$ cat config.mk
export PLATFORM = sky130hd
export DESIGN_NAME = mem_axil_bridge
export DESIGN_NICKNAME = d
export VERILOG_FILES = /design/src/mem_bridge_pkg.sv /design/src/axil_port_master.sv /design/src/mem_axil_bridge.sv /design/src/mem_req_dispatch.sv /design/src/mem_resp_merge.sv
export VERILOG_INCLUDE_DIRS = /design/src
export SDC_FILE = /design/constraint.sdc
export NUM_CORES = 1
export LEC_CHECK = 0
export BUFFER_PORTS_ARGS = -buffer_cell sky130_fd_sc_hd__buf_2
export CORE_AREA = 2 2 154 156
export DETAILED_ROUTE_END_ITERATION = 8
export DIE_AREA = 0 0 156 158
export GPL_TIMING_DRIVEN = 0
export PLACE_DENSITY = 0.73
export SLEW_MARGIN = 20
export SYNTH_ARGS = -nofsm -noshare
export SYNTH_HDL_FRONTEND = slang
export SYNTH_SLANG_ARGS = --single-unit
$ cat constraint.sdc
create_clock -name clk_i -period 2.75 [get_ports clk_i]
set_input_delay 0.55 -clock clk_i [delete_from_list [all_inputs] [get_ports clk_i]]
set_output_delay 0.55 -clock clk_i [all_outputs]
set_load 0.05 [all_outputs]
$ cat src/mem_bridge_settings.svh
`ifndef MEM_BRIDGE_SETTINGS_SVH
`define MEM_BRIDGE_SETTINGS_SVH

// Number of AXI-lite master ports behind the bridge
`define BRIDGE_PORTS 2

// Region field selects the port, so it covers BRIDGE_PORTS
`define REGION_WIDTH 1

// AXI-lite address width, also the offset field of the physical address
`define AXIL_ADDR_WIDTH 12

// Physical address width on the memory network
`define PADDR_WIDTH 16

// Memory-side fill word
`define FILL_WIDTH 64

// AXI-lite data bus
`define AXIL_DATA_WIDTH 32

// Order queue depth
// one entry per port, since a port holds a single request at a time
`define ORDER_DEPTH 2

`endif

$ cat src/mem_bridge_pkg.sv
`default_nettype none

`include "mem_bridge_settings.svh"

package mem_bridge_pkg;

  // Message type
  typedef enum logic {
    MEM_RD = 1'b0,
    MEM_WR = 1'b1
  } mem_msg_e;

  // Access size, log2 of the byte count
  typedef enum logic [1:0] {
    SIZE_1 = 2'd0,
    SIZE_2 = 2'd1,
    SIZE_4 = 2'd2,
    SIZE_8 = 2'd3
  } mem_size_e;

  // Region view of the physical address
  typedef struct packed {
    logic [`PADDR_WIDTH-`REGION_WIDTH-`AXIL_ADDR_WIDTH-1:0] unused;
    logic [`REGION_WIDTH-1:0]                               region;
    logic [`AXIL_ADDR_WIDTH-1:0]                            offset;
  } mem_addr_fields_s;

  // Same address word, flat or split into region and offset
  typedef union packed {
    logic [`PADDR_WIDTH-1:0] flat;
    mem_addr_fields_s        fields;
  } mem_addr_u;

  // Returned unchanged in the reverse message
  typedef struct packed {
    mem_msg_e  msg_type;
    mem_size_e size;
    mem_addr_u addr;
    logic [3:0] tag;
  } mem_header_s;

  // Header plus one fill word, used in both directions
  typedef struct packed {
    mem_header_s             header;
    logic [`FILL_WIDTH-1:0]  data;
  } mem_msg_s;

  typedef logic [$clog2(`BRIDGE_PORTS)-1:0] port_idx_t;

endpackage

`default_nettype wire

$ cat src/axil_port_master.sv
`timescale 1ns/1ps
`default_nettype none

`include "mem_bridge_settings.svh"

module axil_port_master
  import mem_bridge_pkg::*;
(
  input  wire logic                          clk_i,
  input  wire logic                          rst_i,

  input  wire mem_msg_s                      req_i,
  input  wire logic                          req_v_i,
  output logic                               req_ready_and_o,

  output mem_msg_s                           resp_o,
  output logic                               resp_v_o,
  input  wire logic                          resp_ready_and_i,

  output logic [`AXIL_ADDR_WIDTH-1:0]        awaddr_o,
  output logic [2:0]                         awprot_o,
  output logic                               awvalid_o,
  input  wire logic                          awready_i,

  output logic [`AXIL_DATA_WIDTH-1:0]        wdata_o,
  output logic [`AXIL_DATA_WIDTH/8-1:0]      wstrb_o,
  output logic                               wvalid_o,
  input  wire logic                          wready_i,

  input  wire logic [1:0]                    bresp_i,
  input  wire logic                          bvalid_i,
  output logic                               bready_o,

  output logic [`AXIL_ADDR_WIDTH-1:0]        araddr_o,
  output logic [2:0]                         arprot_o,
  output logic                               arvalid_o,
  input  wire logic                          arready_i,

  input  wire logic [`AXIL_DATA_WIDTH-1:0]   rdata_i,
  input  wire logic [1:0]                    rresp_i,
  input  wire logic                          rvalid_i,
  output logic                               rready_o
);

  localparam int STRB_WIDTH = `AXIL_DATA_WIDTH / 8;
  localparam int LANE_WIDTH = $clog2(STRB_WIDTH);

  typedef enum logic [1:0] {
    ST_IDLE,
    ST_ISSUE,
    ST_WAIT,
    ST_RESP
  } state_e;

  state_e                       state_r;
  mem_header_s                  hdr_r;
  logic [`AXIL_DATA_WIDTH-1:0]  wdata_r;
  logic [STRB_WIDTH-1:0]        wstrb_r;
  logic [`AXIL_DATA_WIDTH-1:0]  rdata_r;
  logic [STRB_WIDTH-1:0]        strb;
  logic [LANE_WIDTH-1:0]        req_lane;
  logic [LANE_WIDTH-1:0]        hdr_lane;
  logic                         aw_done_r;
  logic                         w_done_r;
  logic                         is_write;
  logic                         accept;
  logic                         aw_fire;
  logic                         w_fire;
  logic                         ar_fire;
  logic                         b_fire;
  logic                         r_fire;

  assign req_lane = req_i.header.addr.flat[LANE_WIDTH-1:0];
  assign hdr_lane = hdr_r.addr.flat[LANE_WIDTH-1:0];
  assign is_write = (hdr_r.msg_type == MEM_WR);

  // Byte enables from size, shifted into the addressed lane
  always_comb
  begin
    case (req_i.header.size)
      SIZE_1:  strb = STRB_WIDTH'(4'h1) << req_lane;
      SIZE_2:  strb = STRB_WIDTH'(4'h3) << req_lane;
      default: strb = STRB_WIDTH'(4'hf) << req_lane;
    endcase
  end

  assign req_ready_and_o = (state_r == ST_IDLE);
  assign accept          = req_v_i & req_ready_and_o;

  // AXI-lite side, offset taken from the flat address
  assign awaddr_o  = hdr_r.addr.flat[`AXIL_ADDR_WIDTH-1:0];
  assign araddr_o  = hdr_r.addr.flat[`AXIL_ADDR_WIDTH-1:0];
  assign awprot_o  = 3'b000;
  assign arprot_o  = 3'b000;
  assign wdata_o   = wdata_r;
  assign wstrb_o   = wstrb_r;
  assign awvalid_o = (state_r == ST_ISSUE) & is_write & ~aw_done_r;
  assign wvalid_o  = (state_r == ST_ISSUE) & is_write & ~w_done_r;
  assign arvalid_o = (state_r == ST_ISSUE) & ~is_write;
  assign bready_o  = (state_r == ST_WAIT) & is_write;
  assign rready_o  = (state_r == ST_WAIT) & ~is_write;

  assign aw_fire = awvalid_o & awready_i;
  assign w_fire  = wvalid_o & wready_i;
  assign ar_fire = arvalid_o & arready_i;
  assign b_fire  = bvalid_i & bready_o;
  assign r_fire  = rvalid_i & rready_o;

  always_ff @(posedge clk_i)
  begin
    if (rst_i)
    begin
      state_r   <= ST_IDLE;
      aw_done_r <= 1'b0;
      w_done_r  <= 1'b0;
    end
    else
    begin
      case (state_r)
        ST_IDLE:
        begin
          if (accept)
          begin
            state_r   <= ST_ISSUE;
            aw_done_r <= 1'b0;
            w_done_r  <= 1'b0;
          end
        end
        ST_ISSUE:
        begin
          // AW and W may complete in either order
          if (aw_fire)
            aw_done_r <= 1'b1;
          if (w_fire)
            w_done_r <= 1'b1;
          if (is_write && (aw_done_r || aw_fire) && (w_done_r || w_fire))
            state_r <= ST_WAIT;
          else if (ar_fire)
            state_r <= ST_WAIT;
        end
        ST_WAIT:
        begin
          if (b_fire || r_fire)
            state_r <= ST_RESP;
        end
        default:
        begin
          if (resp_ready_and_i)
            state_r <= ST_IDLE;
        end
      endcase
    end
  end

  always_ff @(posedge clk_i)
  begin
    if (accept)
    begin
      hdr_r   <= req_i.header;
      wdata_r <= req_i.data[`AXIL_DATA_WIDTH-1:0];
      wstrb_r <= strb;
    end
    // Addressed bytes moved down to lane 0
    if (r_fire)
      rdata_r <= rdata_i >> {hdr_lane, 3'b000};
  end

  // Read bytes replicated over the fill word
  always_comb
  begin
    resp_o.header = hdr_r;
    if (is_write)
      resp_o.data = '0;
    else
    begin
      case (hdr_r.size)
        SIZE_1:  resp_o.data = {(`FILL_WIDTH/8){rdata_r[7:0]}};
        SIZE_2:  resp_o.data = {(`FILL_WIDTH/16){rdata_r[15:0]}};
        default: resp_o.data = {(`FILL_WIDTH/32){rdata_r[31:0]}};
      endcase
    end
  end

  assign resp_v_o = (state_r == ST_RESP);

  assert property (@(posedge clk_i) disable iff (rst_i)
    accept |-> (req_i.header.size != SIZE_8))
    else $error("8-byte access on a 32-bit AXI-lite port");

  assert property (@(posedge clk_i) disable iff (rst_i)
    awvalid_o && !awready_i |=> awvalid_o && $stable(awaddr_o))
    else $error("AWVALID or AWADDR changed before AWREADY");

  assert property (@(posedge clk_i) disable iff (rst_i)
    wvalid_o && !wready_i |=> wvalid_o && $stable(wdata_o) && $stable(wstrb_o))
    else $error("WVALID or W payload changed before WREADY");

  assert property (@(posedge clk_i) disable iff (rst_i)
    arvalid_o && !arready_i |=> arvalid_o && $stable(araddr_o))
    else $error("ARVALID or ARADDR changed before ARREADY");

  // Error responses pass through as normal completions
  cover property (@(posedge clk_i) disable iff (rst_i)
    (b_fire && bresp_i != 2'b00) || (r_fire && rresp_i != 2'b00));

endmodule

`default_nettype wire

$ cat src/mem_axil_bridge.sv
`timescale 1ns/1ps
`default_nettype none

`include "mem_bridge_settings.svh"

module mem_axil_bridge
  import mem_bridge_pkg::*;
(
  input  wire logic                                          clk_i,
  input  wire logic                                          rst_i,

  input  wire mem_msg_s                                      fwd_i,
  input  wire logic                                          fwd_v_i,
  output logic                                               fwd_ready_and_o,

  output mem_msg_s                                           rev_o,
  output logic                                               rev_v_o,
  input  wire logic                                          rev_ready_and_i,

  // AXI-lite masters, one slice per port
  output logic [`BRIDGE_PORTS-1:0][`AXIL_ADDR_WIDTH-1:0]     m_axil_awaddr_o,
  output logic [`BRIDGE_PORTS-1:0]                           m_axil_awvalid_o,
  input  wire logic [`BRIDGE_PORTS-1:0]                      m_axil_awready_i,
  output logic [`BRIDGE_PORTS-1:0][`AXIL_DATA_WIDTH-1:0]     m_axil_wdata_o,
  output logic [`BRIDGE_PORTS-1:0][`AXIL_DATA_WIDTH/8-1:0]   m_axil_wstrb_o,
  output logic [`BRIDGE_PORTS-1:0]                           m_axil_wvalid_o,
  input  wire logic [`BRIDGE_PORTS-1:0]                      m_axil_wready_i,
  input  wire logic [`BRIDGE_PORTS-1:0][1:0]                 m_axil_bresp_i,
  input  wire logic [`BRIDGE_PORTS-1:0]                      m_axil_bvalid_i,
  output logic [`BRIDGE_PORTS-1:0]                           m_axil_bready_o,
  output logic [`BRIDGE_PORTS-1:0][`AXIL_ADDR_WIDTH-1:0]     m_axil_araddr_o,
  output logic [`BRIDGE_PORTS-1:0]                           m_axil_arvalid_o,
  input  wire logic [`BRIDGE_PORTS-1:0]                      m_axil_arready_i,
  input  wire logic [`BRIDGE_PORTS-1:0][`AXIL_DATA_WIDTH-1:0] m_axil_rdata_i,
  input  wire logic [`BRIDGE_PORTS-1:0][1:0]                 m_axil_rresp_i,
  input  wire logic [`BRIDGE_PORTS-1:0]                      m_axil_rvalid_i,
  output logic [`BRIDGE_PORTS-1:0]                           m_axil_rready_o
);

  mem_msg_s                         port_msg;
  logic [`BRIDGE_PORTS-1:0]         port_v;
  logic [`BRIDGE_PORTS-1:0]         port_ready;
  logic                             issue_v;
  port_idx_t                        issue_port;
  mem_msg_s [`BRIDGE_PORTS-1:0]     resp_msg;
  logic [`BRIDGE_PORTS-1:0]         resp_v;
  logic [`BRIDGE_PORTS-1:0]         resp_ready;

  mem_req_dispatch dispatch_i (
    .clk_i           (clk_i),
    .rst_i           (rst_i),
    .fwd_i           (fwd_i),
    .fwd_v_i         (fwd_v_i),
    .fwd_ready_and_o (fwd_ready_and_o),
    .port_msg_o      (port_msg),
    .port_v_o        (port_v),
    .port_ready_i    (port_ready),
    .issue_v_o       (issue_v),
    .issue_port_o    (issue_port)
  );

  for (genvar p = 0; p < `BRIDGE_PORTS; p++)
  begin : g_port
    // Protection bits stay at zero and are not brought out
    axil_port_master port_master_i (
      .clk_i            (clk_i),
      .rst_i            (rst_i),
      .req_i            (port_msg),
      .req_v_i          (port_v[p]),
      .req_ready_and_o  (port_ready[p]),
      .resp_o           (resp_msg[p]),
      .resp_v_o         (resp_v[p]),
      .resp_ready_and_i (resp_ready[p]),
      .awaddr_o         (m_axil_awaddr_o[p]),
      .awprot_o         (),
      .awvalid_o        (m_axil_awvalid_o[p]),
      .awready_i        (m_axil_awready_i[p]),
      .wdata_o          (m_axil_wdata_o[p]),
      .wstrb_o          (m_axil_wstrb_o[p]),
      .wvalid_o         (m_axil_wvalid_o[p]),
      .wready_i         (m_axil_wready_i[p]),
      .bresp_i          (m_axil_bresp_i[p]),
      .bvalid_i         (m_axil_bvalid_i[p]),
      .bready_o         (m_axil_bready_o[p]),
      .araddr_o         (m_axil_araddr_o[p]),
      .arprot_o         (),
      .arvalid_o        (m_axil_arvalid_o[p]),
      .arready_i        (m_axil_arready_i[p]),
      .rdata_i          (m_axil_rdata_i[p]),
      .rresp_i          (m_axil_rresp_i[p]),
      .rvalid_i         (m_axil_rvalid_i[p]),
      .rready_o         (m_axil_rready_o[p])
    );
  end

  mem_resp_merge merge_i (
    .clk_i             (clk_i),
    .rst_i             (rst_i),
    .issue_v_i         (issue_v),
    .issue_port_i      (issue_port),
    .port_resp_i       (resp_msg),
    .port_resp_v_i     (resp_v),
    .port_resp_ready_o (resp_ready),
    .rev_o             (rev_o),
    .rev_v_o           (rev_v_o),
    .rev_ready_and_i   (rev_ready_and_i)
  );

endmodule

`default_nettype wire

$ cat src/mem_req_dispatch.sv
`timescale 1ns/1ps
`default_nettype none

`include "mem_bridge_settings.svh"

module mem_req_dispatch
  import mem_bridge_pkg::*;
(
  input  wire logic                     clk_i,
  input  wire logic                     rst_i,

  // Forward messages from the memory network
  input  wire mem_msg_s                 fwd_i,
  input  wire logic                     fwd_v_i,
  output logic                          fwd_ready_and_o,

  // Toward the port masters
  output mem_msg_s                      port_msg_o,
  output logic [`BRIDGE_PORTS-1:0]      port_v_o,
  input  wire logic [`BRIDGE_PORTS-1:0] port_ready_i,

  // Issue event for the response merger
  output logic                          issue_v_o,
  output port_idx_t                     issue_port_o
);

  port_idx_t sel;

  // Region bits of the address pick the port
  assign sel = port_idx_t'(fwd_i.header.addr.fields.region);

  always_comb
  begin
    port_v_o      = '0;
    port_v_o[sel] = fwd_v_i;
  end

  // Every master sees the same message, only one sees valid
  assign port_msg_o      = fwd_i;
  assign fwd_ready_and_o = port_ready_i[sel];

  // Accepted transfer gets a slot in the order queue
  assign issue_v_o    = fwd_v_i & fwd_ready_and_o;
  assign issue_port_o = sel;

  // Address must map onto an existing port
  assert property (@(posedge clk_i) disable iff (rst_i)
    fwd_v_i |-> (fwd_i.header.addr.fields.region < `BRIDGE_PORTS))
    else $error("forward address region has no port");

  // Valid must hold until the selected port takes it
  assert property (@(posedge clk_i) disable iff (rst_i)
    fwd_v_i && !fwd_ready_and_o |=> fwd_v_i)
    else $error("forward valid dropped before ready");

endmodule

`default_nettype wire

$ cat src/mem_resp_merge.sv
`timescale 1ns/1ps
`default_nettype none

`include "mem_bridge_settings.svh"

module mem_resp_merge
  import mem_bridge_pkg::*;
(
  input  wire logic                                clk_i,
  input  wire logic                                rst_i,

  // Issue order from the dispatcher
  input  wire logic                                issue_v_i,
  input  wire port_idx_t                           issue_port_i,

  // Responses from the port masters
  input  wire mem_msg_s [`BRIDGE_PORTS-1:0]        port_resp_i,
  input  wire logic [`BRIDGE_PORTS-1:0]            port_resp_v_i,
  output logic [`BRIDGE_PORTS-1:0]                 port_resp_ready_o,

  // Reverse messages to the memory network
  output mem_msg_s                                 rev_o,
  output logic                                     rev_v_o,
  input  wire logic                                rev_ready_and_i
);

  localparam int PTR_WIDTH = (`ORDER_DEPTH > 1) ? $clog2(`ORDER_DEPTH) : 1;
  localparam int CNT_WIDTH = $clog2(`ORDER_DEPTH + 1);

  port_idx_t              order_q [`ORDER_DEPTH];
  logic [PTR_WIDTH-1:0]   rd_ptr_r;
  logic [PTR_WIDTH-1:0]   wr_ptr_r;
  logic [CNT_WIDTH-1:0]   count_r;
  port_idx_t              head;
  logic                   empty;
  logic                   full;
  logic                   pop;

  assign head  = order_q[rd_ptr_r];
  assign empty = (count_r == '0);
  assign full  = (count_r == CNT_WIDTH'(`ORDER_DEPTH));

  // Only the oldest outstanding port may answer
  assign rev_o   = port_resp_i[head];
  assign rev_v_o = ~empty & port_resp_v_i[head];
  assign pop     = rev_v_o & rev_ready_and_i;

  always_comb
  begin
    port_resp_ready_o = '0;
    if (!empty)
      port_resp_ready_o[head] = rev_ready_and_i;
  end

  always_ff @(posedge clk_i)
  begin
    if (rst_i)
    begin
      rd_ptr_r <= '0;
      wr_ptr_r <= '0;
      count_r  <= '0;
    end
    else
    begin
      if (issue_v_i)
        wr_ptr_r <= (wr_ptr_r == PTR_WIDTH'(`ORDER_DEPTH - 1)) ? '0 : wr_ptr_r + 1'b1;
      if (pop)
        rd_ptr_r <= (rd_ptr_r == PTR_WIDTH'(`ORDER_DEPTH - 1)) ? '0 : rd_ptr_r + 1'b1;
      if (issue_v_i && !pop)
        count_r <= count_r + 1'b1;
      else if (pop && !issue_v_i)
        count_r <= count_r - 1'b1;
    end
  end

  always_ff @(posedge clk_i)
  begin
    if (issue_v_i)
      order_q[wr_ptr_r] <= issue_port_i;
  end

  // Each port holds one request, so the queue cannot overflow
  assert property (@(posedge clk_i) disable iff (rst_i)
    issue_v_i |-> !full)
    else $error("order queue push while full");

endmodule

`default_nettype wire

# == After elaboration in Yosys (flattened, before gate mapping) ==
# Memory sizes are Yosys's and may differ from the RTL's. A register that Yosys moved wholly into a read port is not among the register bits.
# Index checks and enable logic that the tools add are counted.
# totals
regBits,194
latch_bits,0
ram_bits,2
mem_bits_ro,0
in_bits,173
word_cells,171
mem_count,1
# op_classes
add_sub_neg,4
multipliers,0
n_div,0
order_cmp,4
eq_ne,19
shift,5
muxes,46
bitwise,36
n_reduce_logical,33
# mem_list
name,words,word_bits,rd,rd_clocked_by_memory_dff,wr,line,rtl
merge_i.order_q,2,1,1,1,1,mem_resp_merge.sv:30,port_idx_t order_q [`ORDER_DEPTH];
# ops
op,count
64-bit one-hot mux with 2 select lines,2
87-bit two-way mux,2
64-bit two-way mux,2
32-bit by 5-bit right shift with 32-bit output,2
1-bit AND,27
2-bit two-way mux,13
1-bit two-way mux,18
2-bit zero test,6
2-bit one-hot mux with 3 select lines,2
3-bit AND reduction,4
"2-bit by 1-bit == test with 1-bit output, second input constant",5
"2-bit == test, second input constant",4
1-bit logical AND,8
"2-bit by 1-bit inequality test with 1-bit output, second input constant",4
"2-bit inequality test, second input constant",4
1-bit one-hot mux with 2 select lines,4
4-bit one-hot mux with 2 select lines,1
4-bit AND reduction,2
4-bit nonzero test,2
1-bit inverter,7
1-bit logical OR,6
"3-bit by 2-bit inequality test with 1-bit output, second input constant",2
2-bit nonzero test,3
2-bit AND,2
10 further kinds,15

# == Logic depth before layout (Yosys ltp) ==
# depth
depth_word,9
ltp_mapped,9
mapped_depth_nobuf,9

# == Modules after synthesis ==
# Synthesis repeated with hierarchy kept, for this count alone.
# hier_totals
hier_cells,972
hier_area_um2,11287.1
# modules_own_cells
mod,instances,cells_each,area_each_um2,seq_area_each_um2
axil_port_master,2,375,4604.4,2812.7
mem_resp_merge,1,130,1377.6,160.2
mem_req_dispatch,1,92,700.7,0.0

# == Worst setup path before layout ==
# No wires, ideal clock.
# synth_timing
path_type,register to output
startpoint,"register g_port[1].port_master_i.hdr_r, in the netlist g_port[1].port_master_i.resp_o[84]"
endpoint,output rev_o[41] in the netlist's numbering
t_arrival_ns,2.321
required_time_ns,2.200
path_slack_ns,-0.121
path_stages_with_launch,6
path_cell_list,edfxtp_1 -> buf_2 -> nor2_1 -> mux2i_1 -> o22ai_1 -> buf_4
# synth_rtl
element,line,rtl
start: declaration,axil_port_master.sv:56,mem_header_s hdr_r;
start signal: assignment,axil_port_master.sv:159,hdr_r <= req_i.header;
end: declaration,mem_axil_bridge.sv:16,"output mem_msg_s rev_o,"

==> flow_summary_export.csv <==
group,metric,value,unit
sta,maxSlewViolCount,0,
floorplanning,die_y,158,um
detailed_routing,drtAntennaViolNets,0,
floorplanning,num_rows,56,
sta,finalCriticalPeriod,2.73,ns
power,clockPowerShare,27.3,%
synth,ys_seq_elements,197,
placement,gp_congestion,0.865,
placement,place_hpwl,21.1,mm
cells_and_area,area_growth,34.6,%
hold_path,min_from,"fwd_i[25]",
power,vdd_ir_drop_max,499,uV
floorplanning,coreArea,23100,um2
cells_and_area,fin_cells,1406,
power,p_int,5.78,mW
cts,cts_buffers,17,
placement,dpl.cell_count,1369,
floorplanning,ios,392,
detailed_routing,drtIter0Drc,483,
sta,setup_viol,0,
detailed_routing,post_drt_via_cell_ratio,5.08,
detailed_routing,vias,7141,
cts,insertion_delay,0.45,ns
power,combPwrFrac,33.7,%
worst_setup_path,worst_ep_arrival_time,2.18,ns
worst_setup_path,crit_fanout,7,
worst_setup_path,crit_path_cell_trace,"mux2i_2 -> buf_6 -> nor2b_4 -> buf_4 -> a22o_1 -> buf_4 -> buf_4",
hold_path,min_delay_path_depth,1,
floorplanning,start_util,40.7,%
synth,synth_edf_count,184,
worst_setup_path,worstSetupEndpointType,"output port",
global_routing,grt_use_total,21.7,%
global_routing,grt_max_degree,49,
worst_setup_path,start_kind,"flip-flop",
cells_and_area,nFillCells,1915,
cells_and_area,drive_gt1_share,51.0,%
worst_setup_path,reg2reg_from,"g_port[0].port_master_i.state_r[0]$_SDFFE_PP0P_",
sta,max_freq,367,MHz
sta,skew,0.0174,ns
sta,hold_violations,0,
cts,cts_sinks,197,
power,total_leakage_power,5.46,nW
sta,finalSetupTns,0,ns
worst_setup_path,cpMaxStageDelayCell,"dfxtp_1",
detailed_routing,drc,0,
cells_and_area,fin_nets,1284,
synth,yosysSeqAreaShare,61.6,%
worst_setup_path,required,2.20,ns
outcome,status,"finished, final reports clean",
cts,clk_path_buf_depth,2,
detailed_routing,drt-pass1-iter-count,5,
synth,yosys_warnings,0,
sta,worst_slew_pin_slew,0.710,ns
cts,clkTransAtPathRegs,0.09,ns
synth,synth_area_leader_cell,"edfxtp_1",
power,p_seq_share,39.0,%
sta,post-route-period-util,99.1,%
hold_path,hold_path_class,"input port to flip-flop",
worst_setup_path,r2r_cells,7,
detailed_routing,drt_wl_total,27.4,mm
cts,root_buffer,"clkbuf_16",
worst_setup_path,path_class,"flip-flop to output port",
synth,syn_nets,906,
global_routing,grt-ovfl-total,0,
synth,netlist-cell-type-count,42,
cells_and_area,multiInputGateArea,2940,um2
power,swShare,38.8,%
run,cap_violations,0,
synth,ys.flop_type,"edfxtp_1",
global_routing,antenna_found_initial,2,
worst_setup_path,rrSetupSlack,0.45,ns
floorplanning,die_x,156,um
detailed_routing,wl_per_cell,19.5,um
placement,port_buffers,351,
hold_path,hold_end,"g_port[1].port_master_i.wdata_o[25]$_DFFE_PP_",
cts,cts_tree,"yes",
sta,maxSlewHeadroom,52.4,%
worst_setup_path,crit_path_max_incr_delay,0.35,ns
worst_setup_path,r2r_end,"g_port[0].port_master_i.state_r[0]$_SDFFE_PP0P_",
synth,synth_top_area_share,58.9,%
cells_and_area,regArea,5790,um2
synth,avgSynthCellArea,13.0,um2
power,p_per_area,747,nW/um2
global_routing,grt_pass1_vias,6934,
cts,h-tree-depth,4,
floorplanning,die_area,24600,um2
power,switchingPower,3.66,mW
worst_setup_path,cpMostUsedCell,"buf_4",
synth,syn_inst,724,
synth,synth_area,9390,um2
synth,synth_area_leaders,"edfxtp_1, mux2i_1, buf_4",
cells_and_area,utilization,54.8,%
synth,async_flop_share,0,%
global_routing,grt_pass1_wl,39.4,mm
registers in the layout, indices dropped and copies added, names as in the netlist, named ones only:
name,count
g_port.port_master_i.araddr_o,24
g_port.port_master_i.aw_done_r,2
g_port.port_master_i.resp_o,20
g_port.port_master_i.is_write,2
merge_i.order_q,2
g_port.port_master_i.wdata_o,64
merge_i.count_r,2
merge_i.rd_ptr_r,1
g_port.port_master_i.state_r,4
g_port.port_master_i.wstrb_o,8
merge_i.wr_ptr_r,1
g_port.port_master_i.rdata_r,64
g_port.port_master_i.w_done_r,2
per-stage QoR:
stage          power (mW)  hold WS, ns  area [um2]  setup slack [ns]
3_3_place_gp         6.74        0.480       11500            -0.883
2_1_floorplan        6.00        0.463        9420            -0.121
3_5_place_dp         6.79        0.488       11600           -0.0463
5_1_grt              9.79        0.270       12600           -0.0347
6_report             9.44        0.284       12600            0.0247
4_1_cts              9.44        0.270       12500           -0.0355
synthesized netlist by cell type (3+ instances only):
library cell    n
o22ai_1        25
ha_1            9
mux2i_1        82
nand2_1        28
o21ai_0        21
dfxtp_1        13
nor3_1          3
mux2_2         24
buf_4          90
buf_1           5
and2_1         20
xor2_1          4
a22o_1          8
edfxtp_1      184
o21a_1          3
inv_1           9
a211oi_1       17
nor2_1         53
nor2b_1        24
clkbuf_1       21
nand2b_1        4
a21oi_1        42
buf_2           9
worst max path at each step:
stage                                                          to  slack, ns
floorplan                                               rev_o[44]      -0.12
global placement    g_port[1].port_master_i.w_done_r$_SDFFE_PP0P_      -0.88
detailed placement                                      rev_o[69]      -0.05
CTS                                                     rev_o[56]      -0.04
global route                                            rev_o[39]      -0.03
finish                                                  rev_o[39]       0.02
layout make-up:
cell class	instances	area share, %
Antenna cell	1	0.0198
Buffer	121	7.05
Clock buffer	17	3.37
Clock inverter	15	1.53
Inverter	9	0.297
Multi-Input combinational cell	391	23.3
Sequential cell	197	45.8
Tap cell	290	2.87
Timing Repair Buffer	364	15.7
Timing Repair inverter	1	0.0396
cells in the final DEF (no fill, tap or decap), types with 18 or more instances in the layout:
| master | count |
|---|---|
| a21oi_1 | 42 |
| and2_1 | 18 |
| buf_2 | 330 |
| buf_4 | 123 |
| edfxtp_1 | 184 |
| mux2_2 | 24 |
| mux2i_1 | 81 |
| nand2_1 | 28 |
| nor2_1 | 52 |
| nor2b_1 | 23 |
| o21ai_0 | 20 |
| o22ai_2 | 19 |
per-layer routing:
layer | routed length (um) | share of wire (%) | track usage (%) | up-vias
li1 | - | - | - | 3342
met1 | 10100 | 37 | 24.6 | 3405
met2 | 14400 | 53 | 39.4 | 344
met3 | 2060 | 7.5 | 5.06 | 46
met4 | 775 | 2.8 | 8.65 | 4
met5 | 21 | 0.077 | 0 | -
kinds of logic (layout without fill, tap and decap cells):
family	Yosys count	count (layout)	synth area share [%]
DFF	197	197	61.6
and+or+nand+nor	146	146	7.60
buffers and inverters	136	527	9.32
AOI/OAI and AO/OA	126	126	8.26
muxes	106	106	11.6
adders and majority gates	9	9	1.20
xor gates and xnor gates	4	4	0.373
other	0	1	0
power groups by stage:
| stage | clock [mW] | sequential (mW) | combinational [mW] |
|---|---|---|---|
| after global placement | 0 | 3.75 | 2.99 |
| after CTS | 2.62 | 3.68 | 3.14 |
| after detailed placement | 0 | 3.74 | 3.05 |
| final | 2.58 | 3.68 | 3.18 |
| after floorplan | 0 | 4.05 | 1.96 |
| after global routing | 2.73 | 3.70 | 3.36 |
repair_timing:
item,in CTS,in global routing
hold buffers,0,0
setup endpoints to repair,85,69
gates resized for setup,64,28
setup buffers,1,7
pin swaps,0,2
gates cloned,0,2
hold endpoints to repair,0,0
worst max-delay path: cells and delay by family (launching register included):
kind / cells / cell delay (ns)
flip-flops: 1 / 0.35
buffers and inverters: 4 / 0.68
AO/OA/AOI/OAI: 1 / 0.25
multiplexers: 1 / 0.25
AND/OR/NAND/NOR: 1 / 0.19
Power figures use the tool's default switching activity.
